===== src/source/g729_frame_pkg.sv =====
package g729_frame_pkg;

	////////////////////
	// Frame layout

	localparam int PRM_SIZE       = 11;
	localparam int SERIAL_SIZE    = 82;
	localparam int FRAME_BITS     = 80;
	localparam int FIRST_BIT_ADDR = 2;

	typedef logic [15:0] word_t;
	typedef logic [6:0]  frame_addr_t;
	typedef logic [3:0]  prm_addr_t;
	typedef logic [4:0]  bit_count_t;

	////////////////////
	// Serial word codes

	localparam word_t SYNC_WORD = 16'h6b21;
	localparam word_t BIT_0     = 16'h007f;
	localparam word_t BIT_1     = 16'h0081;

	// Bits per parameter, in bitstream order (sums to FRAME_BITS)
	localparam bit_count_t PRM_WIDTHS [PRM_SIZE] = '{
		5'd8, 5'd10, 5'd8, 5'd1,
		5'd13, 5'd4, 5'd7,
		5'd5, 5'd13, 5'd4, 5'd7
	};

endpackage


===== src/source/host_bus_pkg.sv =====
package host_bus_pkg;

	////////////////////
	// Bus transfer

	typedef struct packed {
		logic        write;
		logic [11:0] addr;
		logic [15:0] wdata;
	} host_req_t;

	typedef struct packed {
		logic [15:0] rdata;
	} host_rsp_t;

	// Address map
	localparam logic [11:0] FRAME_BASE  = 12'h000;
	localparam logic [11:0] PRM_BASE    = 12'h100;
	localparam logic [11:0] CTRL_ADDR   = 12'h200;
	localparam logic [11:0] STATUS_ADDR = 12'h201;

	////////////////////
	// Status word

	localparam int STAT_BUSY = 0;
	localparam int STAT_DONE = 1;
	localparam int STAT_BFI  = 2;

	typedef struct packed {
		logic bfi;
		logic done;
		logic busy;
	} unpack_status_t;

endpackage


===== src/source/frame_word_ram.sv =====
`timescale 1ns/1ps

module frame_word_ram #(
	parameter int DEPTH = 82
) (
	input  logic                         clk,
	input  logic                         we,
	input  logic [$clog2(DEPTH)-1:0]     waddr,
	input  g729_frame_pkg::word_t        wdata,
	input  logic [$clog2(DEPTH)-1:0]     raddr,
	output g729_frame_pkg::word_t        rdata
);

	g729_frame_pkg::word_t mem [DEPTH];

	// Addresses past the end are dropped
	always_ff @(posedge clk) begin
		if (we && (int'(waddr) < DEPTH)) begin
			mem[waddr] <= wdata;
		end
	end

	// Registered read, old data on a same-cycle write
	always_ff @(posedge clk) begin
		rdata <= mem[raddr];
	end

endmodule


===== src/source/bits_to_int.sv =====
`timescale 1ns/1ps

module bits_to_int (
	input  logic                        clk,
	input  logic                        reset,
	input  logic                        start,
	input  g729_frame_pkg::bit_count_t  count,
	input  g729_frame_pkg::frame_addr_t first_addr,
	output g729_frame_pkg::frame_addr_t rd_addr,
	input  g729_frame_pkg::word_t       rd_data,
	output logic                        done,
	output g729_frame_pkg::word_t       value,
	output logic                        invalid
);

	typedef enum logic [1:0] {S_IDLE, S_RUN, S_DONE} state_t;

	state_t                      state;
	g729_frame_pkg::frame_addr_t addr;
	g729_frame_pkg::bit_count_t  to_issue;
	logic                        issue;
	logic                        rd_valid;

	assign issue   = (state == S_RUN) && (to_issue != '0);
	assign rd_addr = addr;
	assign done    = (state == S_DONE);

	always_ff @(posedge clk) begin
		if (reset) begin
			state    <= S_IDLE;
			rd_valid <= 1'b0;
		end else begin
			rd_valid <= issue;
			case (state)
				S_IDLE: if (start) state <= S_RUN;
				// Last word is back once nothing is left to issue
				S_RUN: if (rd_valid && (to_issue == '0)) state <= S_DONE;
				default: state <= S_IDLE;
			endcase
		end
	end

	always_ff @(posedge clk) begin
		if ((state == S_IDLE) && start) begin
			addr     <= first_addr;
			to_issue <= count;
			value    <= '0;
			invalid  <= 1'b0;
		end else begin
			if (issue) begin
				addr     <= addr + 1'b1;
				to_issue <= to_issue - 1'b1;
			end
			if (rd_valid) begin
				// MSB first, anything but BIT_1 counts as zero
				value <= {value[14:0], rd_data == g729_frame_pkg::BIT_1};
				if ((rd_data != g729_frame_pkg::BIT_0) && (rd_data != g729_frame_pkg::BIT_1))
					invalid <= 1'b1;
			end
		end
	end

	a_count_range: assert property (@(posedge clk) disable iff (reset)
		$rose(start) |-> (count >= 5'd1) && (count <= 5'd16));

endmodule


===== src/source/prm_unpacker.sv =====
`timescale 1ns/1ps

module prm_unpacker (
	input  logic                        clk,
	input  logic                        reset,
	input  logic                        start,
	output g729_frame_pkg::frame_addr_t frame_rd_addr,
	input  g729_frame_pkg::word_t       frame_rd_data,
	output logic                        prm_we,
	output g729_frame_pkg::prm_addr_t   prm_waddr,
	output g729_frame_pkg::word_t       prm_wdata,
	output logic                        finish,
	output logic                        bfi
);

	typedef enum logic [2:0] {
		S_IDLE,
		S_SYNC_RD,
		S_SIZE_RD,
		S_SIZE_CHK,
		S_BITS,
		S_WRITE,
		S_FINISH
	} state_t;

	state_t                      state;
	g729_frame_pkg::prm_addr_t   i;
	g729_frame_pkg::frame_addr_t bit_addr;
	logic                        hdr_fault;
	logic                        bit_fault;

	logic                        b2i_start;
	g729_frame_pkg::frame_addr_t b2i_rd_addr;
	logic                        b2i_done;
	g729_frame_pkg::word_t       b2i_value;
	logic                        b2i_invalid;

	bits_to_int u_bits_to_int (
		.clk        (clk),
		.reset      (reset),
		.start      (b2i_start),
		.count      (g729_frame_pkg::PRM_WIDTHS[i]),
		.first_addr (bit_addr),
		.rd_addr    (b2i_rd_addr),
		.rd_data    (frame_rd_data),
		.done       (b2i_done),
		.value      (b2i_value),
		.invalid    (b2i_invalid)
	);

	assign b2i_start = (state == S_BITS);
	assign prm_we    = (state == S_WRITE);
	assign prm_waddr = i;
	assign prm_wdata = b2i_value;
	assign finish    = (state == S_FINISH);
	assign bfi       = hdr_fault | bit_fault;

	// Header words go out on the frame read port first and bits_to_int follows
	always_comb begin
		case (state)
			S_SIZE_RD: frame_rd_addr = g729_frame_pkg::frame_addr_t'(1);
			S_BITS:    frame_rd_addr = b2i_rd_addr;
			default:   frame_rd_addr = '0;
		endcase
	end

	always_ff @(posedge clk) begin
		if (reset) begin
			state     <= S_IDLE;
			i         <= '0;
			bit_addr  <= '0;
			hdr_fault <= 1'b0;
			bit_fault <= 1'b0;
		end else begin
			case (state)
				S_IDLE: if (start) begin
					state     <= S_SYNC_RD;
					i         <= '0;
					bit_addr  <= g729_frame_pkg::frame_addr_t'(g729_frame_pkg::FIRST_BIT_ADDR);
					hdr_fault <= 1'b0;
					bit_fault <= 1'b0;
				end
				S_SYNC_RD: state <= S_SIZE_RD;
				S_SIZE_RD: begin
					// Sync word is on the read port now
					if (frame_rd_data != g729_frame_pkg::SYNC_WORD) hdr_fault <= 1'b1;
					state <= S_SIZE_CHK;
				end
				S_SIZE_CHK: begin
					if (frame_rd_data != 16'(g729_frame_pkg::FRAME_BITS)) hdr_fault <= 1'b1;
					state <= S_BITS;
				end
				S_BITS: if (b2i_done) begin
					if (b2i_invalid) bit_fault <= 1'b1;
					state <= S_WRITE;
				end
				S_WRITE: begin
					bit_addr <= bit_addr
						+ g729_frame_pkg::frame_addr_t'(g729_frame_pkg::PRM_WIDTHS[i]);
					i <= i + 1'b1;
					if (i == g729_frame_pkg::prm_addr_t'(g729_frame_pkg::PRM_SIZE - 1))
						state <= S_FINISH;
					else
						state <= S_BITS;
				end
				default: state <= S_IDLE;
			endcase
		end
	end

	// bits_to_int only reports a result while a parameter is being assembled
	a_done_in_bits: assert property (@(posedge clk) disable iff (reset)
		b2i_done |-> (state == S_BITS));

endmodule


===== src/source/unpack_regs.sv =====
`timescale 1ns/1ps

module unpack_regs (
	input  logic                        clk,
	input  logic                        reset,
	input  logic                        req,
	input  host_bus_pkg::host_req_t     host_req,
	output logic                        ack,
	output host_bus_pkg::host_rsp_t     host_rsp,
	output logic                        frame_we,
	output g729_frame_pkg::frame_addr_t frame_waddr,
	output g729_frame_pkg::word_t       frame_wdata,
	output g729_frame_pkg::prm_addr_t   prm_raddr,
	input  g729_frame_pkg::word_t       prm_rdata,
	output logic                        start,
	input  logic                        finish,
	input  logic                        bfi,
	output logic                        busy
);

	typedef enum logic [1:0] {R_IDLE, R_READ, R_ACK} bus_state_t;

	bus_state_t                   state;
	host_bus_pkg::unpack_status_t status;
	logic [11:0]                  frame_off;
	logic [11:0]                  prm_off;
	logic                         in_frame;
	logic                         in_prm;
	logic                         accept;
	logic                         start_cmd;
	logic [15:0]                  rdata_mux;

	////////////////////
	// Address decode

	assign accept    = (state == R_IDLE) && req;
	assign frame_off = host_req.addr - host_bus_pkg::FRAME_BASE;
	assign prm_off   = host_req.addr - host_bus_pkg::PRM_BASE;
	assign in_frame  = frame_off < 12'(g729_frame_pkg::SERIAL_SIZE);
	assign in_prm    = prm_off < 12'(g729_frame_pkg::PRM_SIZE);

	assign frame_we    = accept && host_req.write && in_frame && !status.busy;
	assign frame_waddr = g729_frame_pkg::frame_addr_t'(frame_off);
	assign frame_wdata = host_req.wdata;
	assign prm_raddr   = g729_frame_pkg::prm_addr_t'(prm_off);

	assign start_cmd = accept && host_req.write && (host_req.addr == host_bus_pkg::CTRL_ADDR)
		&& host_req.wdata[0] && !status.busy;

	assign ack  = (state == R_ACK);
	assign busy = status.busy;

	////////////////////
	// Handshake

	always_ff @(posedge clk) begin
		if (reset) begin
			state <= R_IDLE;
		end else begin
			case (state)
				// Reads wait one more cycle for the RAM
				R_IDLE: if (req) state <= host_req.write ? R_ACK : R_READ;
				R_READ: state <= R_ACK;
				R_ACK:  if (!req) state <= R_IDLE;
				default: state <= R_IDLE;
			endcase
		end
	end

	always_comb begin
		rdata_mux = '0;
		if (in_prm) begin
			rdata_mux = prm_rdata;
		end else if (host_req.addr == host_bus_pkg::STATUS_ADDR) begin
			rdata_mux[host_bus_pkg::STAT_BUSY] = status.busy;
			rdata_mux[host_bus_pkg::STAT_DONE] = status.done;
			rdata_mux[host_bus_pkg::STAT_BFI]  = status.bfi;
		end
	end

	always_ff @(posedge clk) begin
		if (state == R_READ) host_rsp.rdata <= rdata_mux;
	end

	// Control and status
	always_ff @(posedge clk) begin
		if (reset) begin
			start  <= 1'b0;
			status <= '0;
		end else begin
			start <= start_cmd;
			if (start_cmd) begin
				status.busy <= 1'b1;
				status.done <= 1'b0;
			end else if (finish) begin
				status.busy <= 1'b0;
				status.done <= 1'b1;
				status.bfi  <= bfi;
			end
		end
	end

	a_ack_needs_req: assert property (@(posedge clk) disable iff (reset)
		$rose(ack) |-> req && $past(req));

endmodule


===== src/source/bitstream_unpacker_top.sv =====
`timescale 1ns/1ps

module bitstream_unpacker_top (
	input  logic                    clk,
	input  logic                    reset,
	input  logic                    req,
	input  host_bus_pkg::host_req_t host_req,
	output logic                    ack,
	output host_bus_pkg::host_rsp_t host_rsp
);

	logic                        busy;
	logic                        start;
	logic                        finish;
	logic                        bfi;

	logic                        frame_we;
	g729_frame_pkg::frame_addr_t frame_waddr;
	g729_frame_pkg::word_t       frame_wdata;
	g729_frame_pkg::frame_addr_t frame_raddr;
	g729_frame_pkg::word_t       frame_rdata;
	g729_frame_pkg::frame_addr_t unpk_frame_raddr;

	logic                        prm_we;
	g729_frame_pkg::prm_addr_t   prm_waddr;
	g729_frame_pkg::word_t       prm_wdata;
	g729_frame_pkg::prm_addr_t   prm_raddr;
	g729_frame_pkg::word_t       prm_rdata;

	// Unpacker owns the frame read port while busy, parked at the sync word otherwise
	assign frame_raddr = busy ? unpk_frame_raddr : '0;

	unpack_regs u_regs (
		.clk         (clk),
		.reset       (reset),
		.req         (req),
		.host_req    (host_req),
		.ack         (ack),
		.host_rsp    (host_rsp),
		.frame_we    (frame_we),
		.frame_waddr (frame_waddr),
		.frame_wdata (frame_wdata),
		.prm_raddr   (prm_raddr),
		.prm_rdata   (prm_rdata),
		.start       (start),
		.finish      (finish),
		.bfi         (bfi),
		.busy        (busy)
	);

	frame_word_ram #(.DEPTH(g729_frame_pkg::SERIAL_SIZE)) u_frame_ram (
		.clk   (clk),
		.we    (frame_we),
		.waddr (frame_waddr),
		.wdata (frame_wdata),
		.raddr (frame_raddr),
		.rdata (frame_rdata)
	);

	frame_word_ram #(.DEPTH(g729_frame_pkg::PRM_SIZE)) u_prm_ram (
		.clk   (clk),
		.we    (prm_we),
		.waddr (prm_waddr),
		.wdata (prm_wdata),
		.raddr (prm_raddr),
		.rdata (prm_rdata)
	);

	prm_unpacker u_unpacker (
		.clk           (clk),
		.reset         (reset),
		.start         (start),
		.frame_rd_addr (unpk_frame_raddr),
		.frame_rd_data (frame_rdata),
		.prm_we        (prm_we),
		.prm_waddr     (prm_waddr),
		.prm_wdata     (prm_wdata),
		.finish        (finish),
		.bfi           (bfi)
	);

endmodule


===== config.mk =====
export PLATFORM = sky130hd
export DESIGN_NAME = bitstream_unpacker_top
export DESIGN_NICKNAME = d
export VERILOG_FILES = /design/src/source/g729_frame_pkg.sv /design/src/source/host_bus_pkg.sv /design/src/source/frame_word_ram.sv /design/src/source/bits_to_int.sv /design/src/source/prm_unpacker.sv /design/src/source/unpack_regs.sv /design/src/source/bitstream_unpacker_top.sv
export SDC_FILE = /design/constraint.sdc
export NUM_CORES = 2
export LEC_CHECK = 0
export BUFFER_PORTS_ARGS = -buffer_cell sky130_fd_sc_hd__buf_2
export CORE_ASPECT_RATIO = 1.5
export CORE_MARGIN = 4
export CORE_UTILIZATION = 41
export DETAILED_ROUTE_END_ITERATION = 8
export SLEW_MARGIN = 20
export SYNTH_ARGS = -nofsm -noshare
export SYNTH_HDL_FRONTEND = slang
export SYNTH_HIERARCHICAL = 1
export SYNTH_SLANG_ARGS = --single-unit

===== constraint.sdc =====
create_clock -name clk -period 3.8 [get_ports clk]
set_input_delay 0.38 -clock clk [delete_from_list [all_inputs] [get_ports clk]]
set_output_delay 0.38 -clock clk [all_outputs]
set_load 0.01 [all_outputs]

# Word-level counts from Yosys, hierarchy flattened
# Memories as Yosys holds them, arrays and structs flattened. A register that Yosys moved wholly into a read port is not among the register bits.
# Cells that the tools add are included.
# word_totals
ff_bits	70
ramBits	1488
rom_bits	80
in_bits	32
out_inout_bits	17
elab_cells	132
memories	3
# classes
addsub	5
n_lt_le_gt_ge	5
eq_ne	27
n_mux	38
bitwise_logic	3
n_reduce_logical	33
# mem_list
name	depth	word_bits	rd	rd_clocked_by_memory_dff	wr	line_no	text
u_frame_ram.mem	82	16	1	1	1	frame_word_ram.sv:14	g729_frame_pkg::word_t mem [DEPTH];
u_prm_ram.mem	11	16	1	1	1	frame_word_ram.sv:14	
(no name shown)	16	5	1	0	0	prm_unpacker.sv:99	+ g729_frame_pkg::frame_addr_t'(g729_frame_pkg::PRM_WIDTHS[i]);
# op_table
op	count
$ne A16 B7 Y1 const B	2
$mux W7	4
$pmux W7 S2	2
$eq A12 B10 Y1 const B	2
$mux W5	4
$pmux W3 S6	1
$eq A16 B8 Y1 const B	1
$ne A16 B15 Y1 const B	1
$ne A16 B8 Y1 const B	1
$logic_and A1 B1 Y1	13
$lt A12 B4 Y1 const B	1
$lt A12 B7 Y1 const B	1
$mux W2	6
$mux W3	4
$reduce_and A2 Y1	6
$sub A12 B9 Y12 const B	1
$mux W1	11
$ne A2 B1 Y1 const B	5
$eq A3 B3 Y1 const B	3
$ne A2 B2 Y1 const B	4
$pmux W4 S2	1
$reduce_and A4 Y1	2
$reduce_bool A2 Y1	4
$add A7 B1 Y7 const B	1
26 further kinds	30

# Depth between registers and ports, before layout
# logic_depth
ltp_word	8
depth_mapped	14
ltp_nobuf	10

# Hierarchy
# The synthesis kept the hierarchy.
# by_module_without_submodules
mod	instances	cells_each	area_per_inst_um2	seq_area_each_um2
frame_word_ram at u_frame_ram	1	2364	50702.4	39718.1
frame_word_ram at u_prm_ram	1	395	7397.1	5605.4
bits_to_int	1	142	1423.9	760.7
unpack_regs	1	102	1157.4	600.6
prm_unpacker	1	128	1093.5	320.3
bitstream_unpacker_top	1	7	43.8	0.0

# Worst setup path after synthesis
# Ideal clock, no wire load.
# synth_path
path_kind	reg2reg
from	register u_unpacker.state[0]
to	register u_frame_ram.rdata[5], read port of u_frame_ram.mem
setup_time_ns	0.134
t_arrival_ns	2.948
t_required_ns	3.666
slack_ns	0.718
stages_incl_launch_ff	12
path_buffers	4
period_less_slack_ns	3.082
path_cell_list	dfxtp_1 > buf_6 > nor2_2 > and3_1 > and2_1 > buf_2 > buf_1 > buf_1 > mux4_2 > a32oi_1 > o211ai_1 > or4_1
# synth_via
elab_chain_len	3
word_cells_on_any_way	4
cone_classes	2 x eq/ne; 2 x mux
# synth_lines
item	line_no	text
from (decl)	prm_unpacker.sv:26	state_t state;
from (signal assigned)	prm_unpacker.sv:69	state <= S_IDLE;
from (signal assigned)	prm_unpacker.sv:77	state <= S_SYNC_RD;
from (signal assigned)	prm_unpacker.sv:83	S_SYNC_RD: state <= S_SIZE_RD;
$eq A3 B3 Y1 / $eq A3 B2 Y1 (equally long branches)	prm_unpacker.sv:60	case (state)
$pmux W7 S2 *	prm_unpacker.sv:60	
via unpk_frame_raddr[2]	bitstream_unpacker_top.sv:22	g729_frame_pkg::frame_addr_t unpk_frame_raddr;
$mux W7 *	bitstream_unpacker_top.sv:31	assign frame_raddr = busy ? unpk_frame_raddr : '0;
via frame_raddr[2]	bitstream_unpacker_top.sv:20	g729_frame_pkg::frame_addr_t frame_raddr;
to (decl)	frame_word_ram.sv:11	output g729_frame_pkg::word_t rdata
# Mark *: on every way through the listed nets, which the timed path passes. The rest lies on a longest branch.
# A chain may end at the register's enable or synchronous reset.

# Final worst setup path
# layout_path
from	register u_unpacker.state[2]
to	register u_frame_ram.rdata[15], read port of u_frame_ram.mem
# The elaborated chain is that of the path after synthesis.

==> metrics.md <==
| Metric | Value |
|---|---|
| Status | completed |
| Post-synthesis adder-cell area fraction | 0.00235 |
| Drc violations | 0 |
| Clock latency on the worst-skew pair | 0.78 ns |
| CP peak stage delay | 0.58 ns |
| Fin nets | around 3400 |
| Depth of the most critical reg-to-reg path | 11 |
| Final antenna-violating net count | 0 |
| Clock network fraction of total power | 0.416 |
| Critical path endpoint category | register |
| First-pass GRT wire length | 218 mm |
| M1 WL | approximately 57 mm |
| Vias after detailed routing | a little over 30000 |
| Met3 WL | 7.72 mm |
| CP cell instances | nor2b_4 -> a21oi_1 -> nor2_1 -> and2_4 -> buf_12 -> buf_12 -> buf_4 -> mux4_2 -> o211ai_1 -> a211oi_1 -> or4_1 |
| Largest net degree at the start of global routing | a little over 80 |
| TritonCTS clock tree | built |
| RR Endpoint | u_frame_ram/rdata[15] |
| Clock slew at reported path FFs | 0.07 ns |
| Synth Area in XOR/XNOR | 0.00156 |
| Final setup vio count | 0 |
| Worst setup SP type | register |
| Switching Share | 0.199 |
| Synth Net Count | 3181 |
| Hold Path Sink | u_unpacker/bit_addr[0] |
| TritonCTS Buffers | approximately 150 |
| Hold depth | 2 |
| Die Area | 157000 um2 |
| Multiplexer area fraction after synthesis | 0.137 |
| Critical Path RT | 4.44 ns |
| Initial DRC Count | roughly 2400 |
| Area growth from synthesis to layout | 13.8% |
| Routed WL per cell | between 20 and 30 um |
| FF-to-FF setup slack | 0.16 ns |
| Post-Syn Instances | around 3100 |
| Fraction of registers with async set/reset | 0 |
| Power Internal | 27.0 mW |
| Layout cells sized above 1 | 0.240 |
| R2r startpoint | u_unpacker/state[2] |
| Fin worst setup slack | around 0.16 ns |
| Final hold slack | 0.0790 ns |
| Seq/Total Area, Yosys | 0.760 |
| Final Skew | approximately 0.025 ns |
| Port Buffers | 48 |
| Maximum vdd drop | 0.479 mV |
| Leak Pwr | 21.4 nW |
| Crit path time final | 3.64 ns |
| GRT Util Overall | 0.189 |
| Starting Density | 0.413 |
| I/O Pins | 49 |
| YS warnings | 6 |
| Netlist cell types | 70 |
| WP depth | 11 |
| Synthesized area | 61800 um2 |
| Clock sink count | 1590 |
| Worst EP arrival | 4.29 ns |
| Slew @ Worst Pin | ~1.1 ns |
| Crit Path Class | register to register |
| Max Freq | 274 MHz |
| Synth area leaders | edfxtp_1, mux4_2, mux2i_1 |
| Fin. max-slew vios | 0 |
| Initial antenna violation count | 6 |
| Crit Path Max Fanout | 22 |
| Final core occ | 0.470 |
| Final Cycle Share | 0.959 |
| GR Overflow Total | 0 |
| Dpl ws | 0.0296 ns |
| Metal2 WL | around 79 mm |
| Critical path's top delay family | simple AND/OR/NAND/NOR gates |
| Min-delay worst type | primary input to register |
| Hold Vio Cnt, Final | 0 |
| Syn_area_per_cell | 19.7 um2 |
| Simple-Gate Fraction of Synth Area | 0.0351 |
| Reg power frac | 0.569 |
| H-tree levels | 4 |
| Cell at the slowest stage of the critical path | or4_1 |
| Core Area | 150000 um2 |
| Commonest non-fill, non-tap cell in the layout | edfxtp_1 |
| Slew HR | 0.279 |
| Leading area contributor after synthesis | edfxtp_1 |
| P per Cell Area | 478 nW/um2 |
| DR vias/cell | 5.64 |
| Die W | 325 um |
| Power share of the combinational group | 0.014 |
| Uppermost layer routed | met5 |
| Die Y | 484 um |
| Routability cong. | approximately 0.81 |
| Commonest non-fill, non-tap cells in the layout | edfxtp_1, mux2i_1, buf_4, mux4_2, clkbuf_16 |
| Net Sw Power | 6.70 mW |
| Yosys top cell area share | 0.736 |
| Max Cap Viol | 0 |
| HP Start | reset |
| Synth Flop Type | edfxtp_1 |
| Clk buf depth | 3 |
| Final HPWL DP | 93.3 mm |
| Synth Area in Compound Gates | 0.0444 |
| Row count | 174 |
| #FFs+latches synth | 1590 |
| Most frequent CP cell | buf_12 |
| Main combinational cell family by area after synthesis | multiplexers |
| CP bufs+invs | 3 |
| Pre-antenna DRT Iters | 5 |
| Power, Total | 33.7 mW |
| Vias in the first global route | approximately 31000 |
| Total wire length | 150 mm |
| Clock Root Buffer | clkbuf_16 |
| Number of flops mapped to enable cells by yosys | 1516 |
-- metrics by stage --
step                      cell area [um2]  TNS [ns]  instances
after floorplan                     61800         0       3138
after global placement              65800         0       5180
after detailed placement            65800         0       5180
after CTS                           70300         0       5442
after global routing                70400  -0.00719       5451
final                               70400         0       5457
-- flip-flops by register name, indices dropped and copies added, names as in the netlist, 3 cells and up --
| register | flops |
|---|---|
| u_unpacker/bit_addr | 7 |
| u_regs/host_rsp | 16 |
| u_prm_ram/rdata | 16 |
| u_prm_ram/mem | 176 |
| u_frame_ram/rdata | 16 |
| u_unpacker/prm_waddr | 4 |
| u_unpacker/state | 3 |
| u_unpacker/u_bits_to_int/rd_addr | 7 |
| u_unpacker/u_bits_to_int/to_issue | 5 |
| u_unpacker/u_bits_to_int/value | 16 |
| u_frame_ram/mem | 1312 |
-- per-layer routing --
metal	vias to the layer above	global-route usage
met5	-	0
met4	2	0.0770
met3	250	0.0300
met2	921	0.336
met1	16200	0.231
li1	13400	-
-- power groups by stage --
stage	clock, mW	sequential, mW	combinational (mW)
final	14.0	19.2	0.482
after detailed placement	0	19.5	0.488
after CTS	14.3	19.2	0.490
after global routing	15.1	19.1	0.518
after global placement	0	19.5	0.474
after floorplan	0	19.5	0.258
-- how the worst max path moves through the flow --
stage	startpoint	to	slack (ns)
after global routing	u_unpacker/state[2]	u_frame_ram/rdata[11]	-0.006
after floorplan	u_unpacker/state[0]	u_frame_ram/rdata[5]	0.72
final	u_unpacker/state[2]	u_frame_ram/rdata[15]	0.16
after CTS	u_unpacker/state[2]	u_frame_ram/rdata[9]	0.007
after detailed placement	u_unpacker/state[2]	u_frame_ram/rdata[9]	0.03
after global placement	u_unpacker/state[1]	u_frame_ram/rdata[13]	0.08
-- synthesized netlist by cell type (24+ instances only) --
| library cell | n |
|---|---|
| nand2_1 | 42 |
| a32oi_1 | 32 |
| buf_4 | 40 |
| nand3_1 | 40 |
| nor2b_1 | 32 |
| a22o_1 | 32 |
| mux2_1 | 31 |
| a22oi_1 | 87 |
| buf_2 | 49 |
| edfxtp_1 | 1516 |
| mux2i_1 | 264 |
| and2_1 | 24 |
| mux4_2 | 236 |
| o211ai_1 | 51 |
| clkbuf_1 | 80 |
| a211oi_1 | 37 |
| dfxtp_1 | 74 |
| nor2_1 | 160 |
-- worst reg2reg max path, delay by kind of cell (launching register included) --
kind | cells | cell delay (ns)
muxes | 1 | 0.52
AOI/OAI and AO/OA | 3 | 0.65
buffers and inverters | 3 | 0.63
DFF | 1 | 0.48
and+or+nand+nor | 4 | 1.25
-- logic make-up (layout without fill, tap and decap cells) --
group,after synthesis,in the layout
compound gates,351,351
xor+xnor,11,11
fa+ha+maj,11,11
buf+inv,211,587
flops,1590,1590
mux,548,548
other cells,1,8
simple gates,415,415
-- area by class of cell --
class | instances | area, um2
diodes | 7 | 17.5
clock buffers | 187 | 3910
clock inverters | 73 | 573
fillers | 12400 | 79400
inverters | 9 | 38.8
multi-input cells | 1337 | 13800
flip-flops and latches | 1590 | 47000
well taps | 1936 | 2420
repair buffers | 318 | 2640
-- timing repair --
action,in CTS,in global routing
hold endpoints to repair,2,0
buffers inserted,0,7
endpoints found under the setup margin,0,14
gates resized for setup,0,1
hold buffers,2,0
Note: power is estimated with default switching activity, not from simulation.
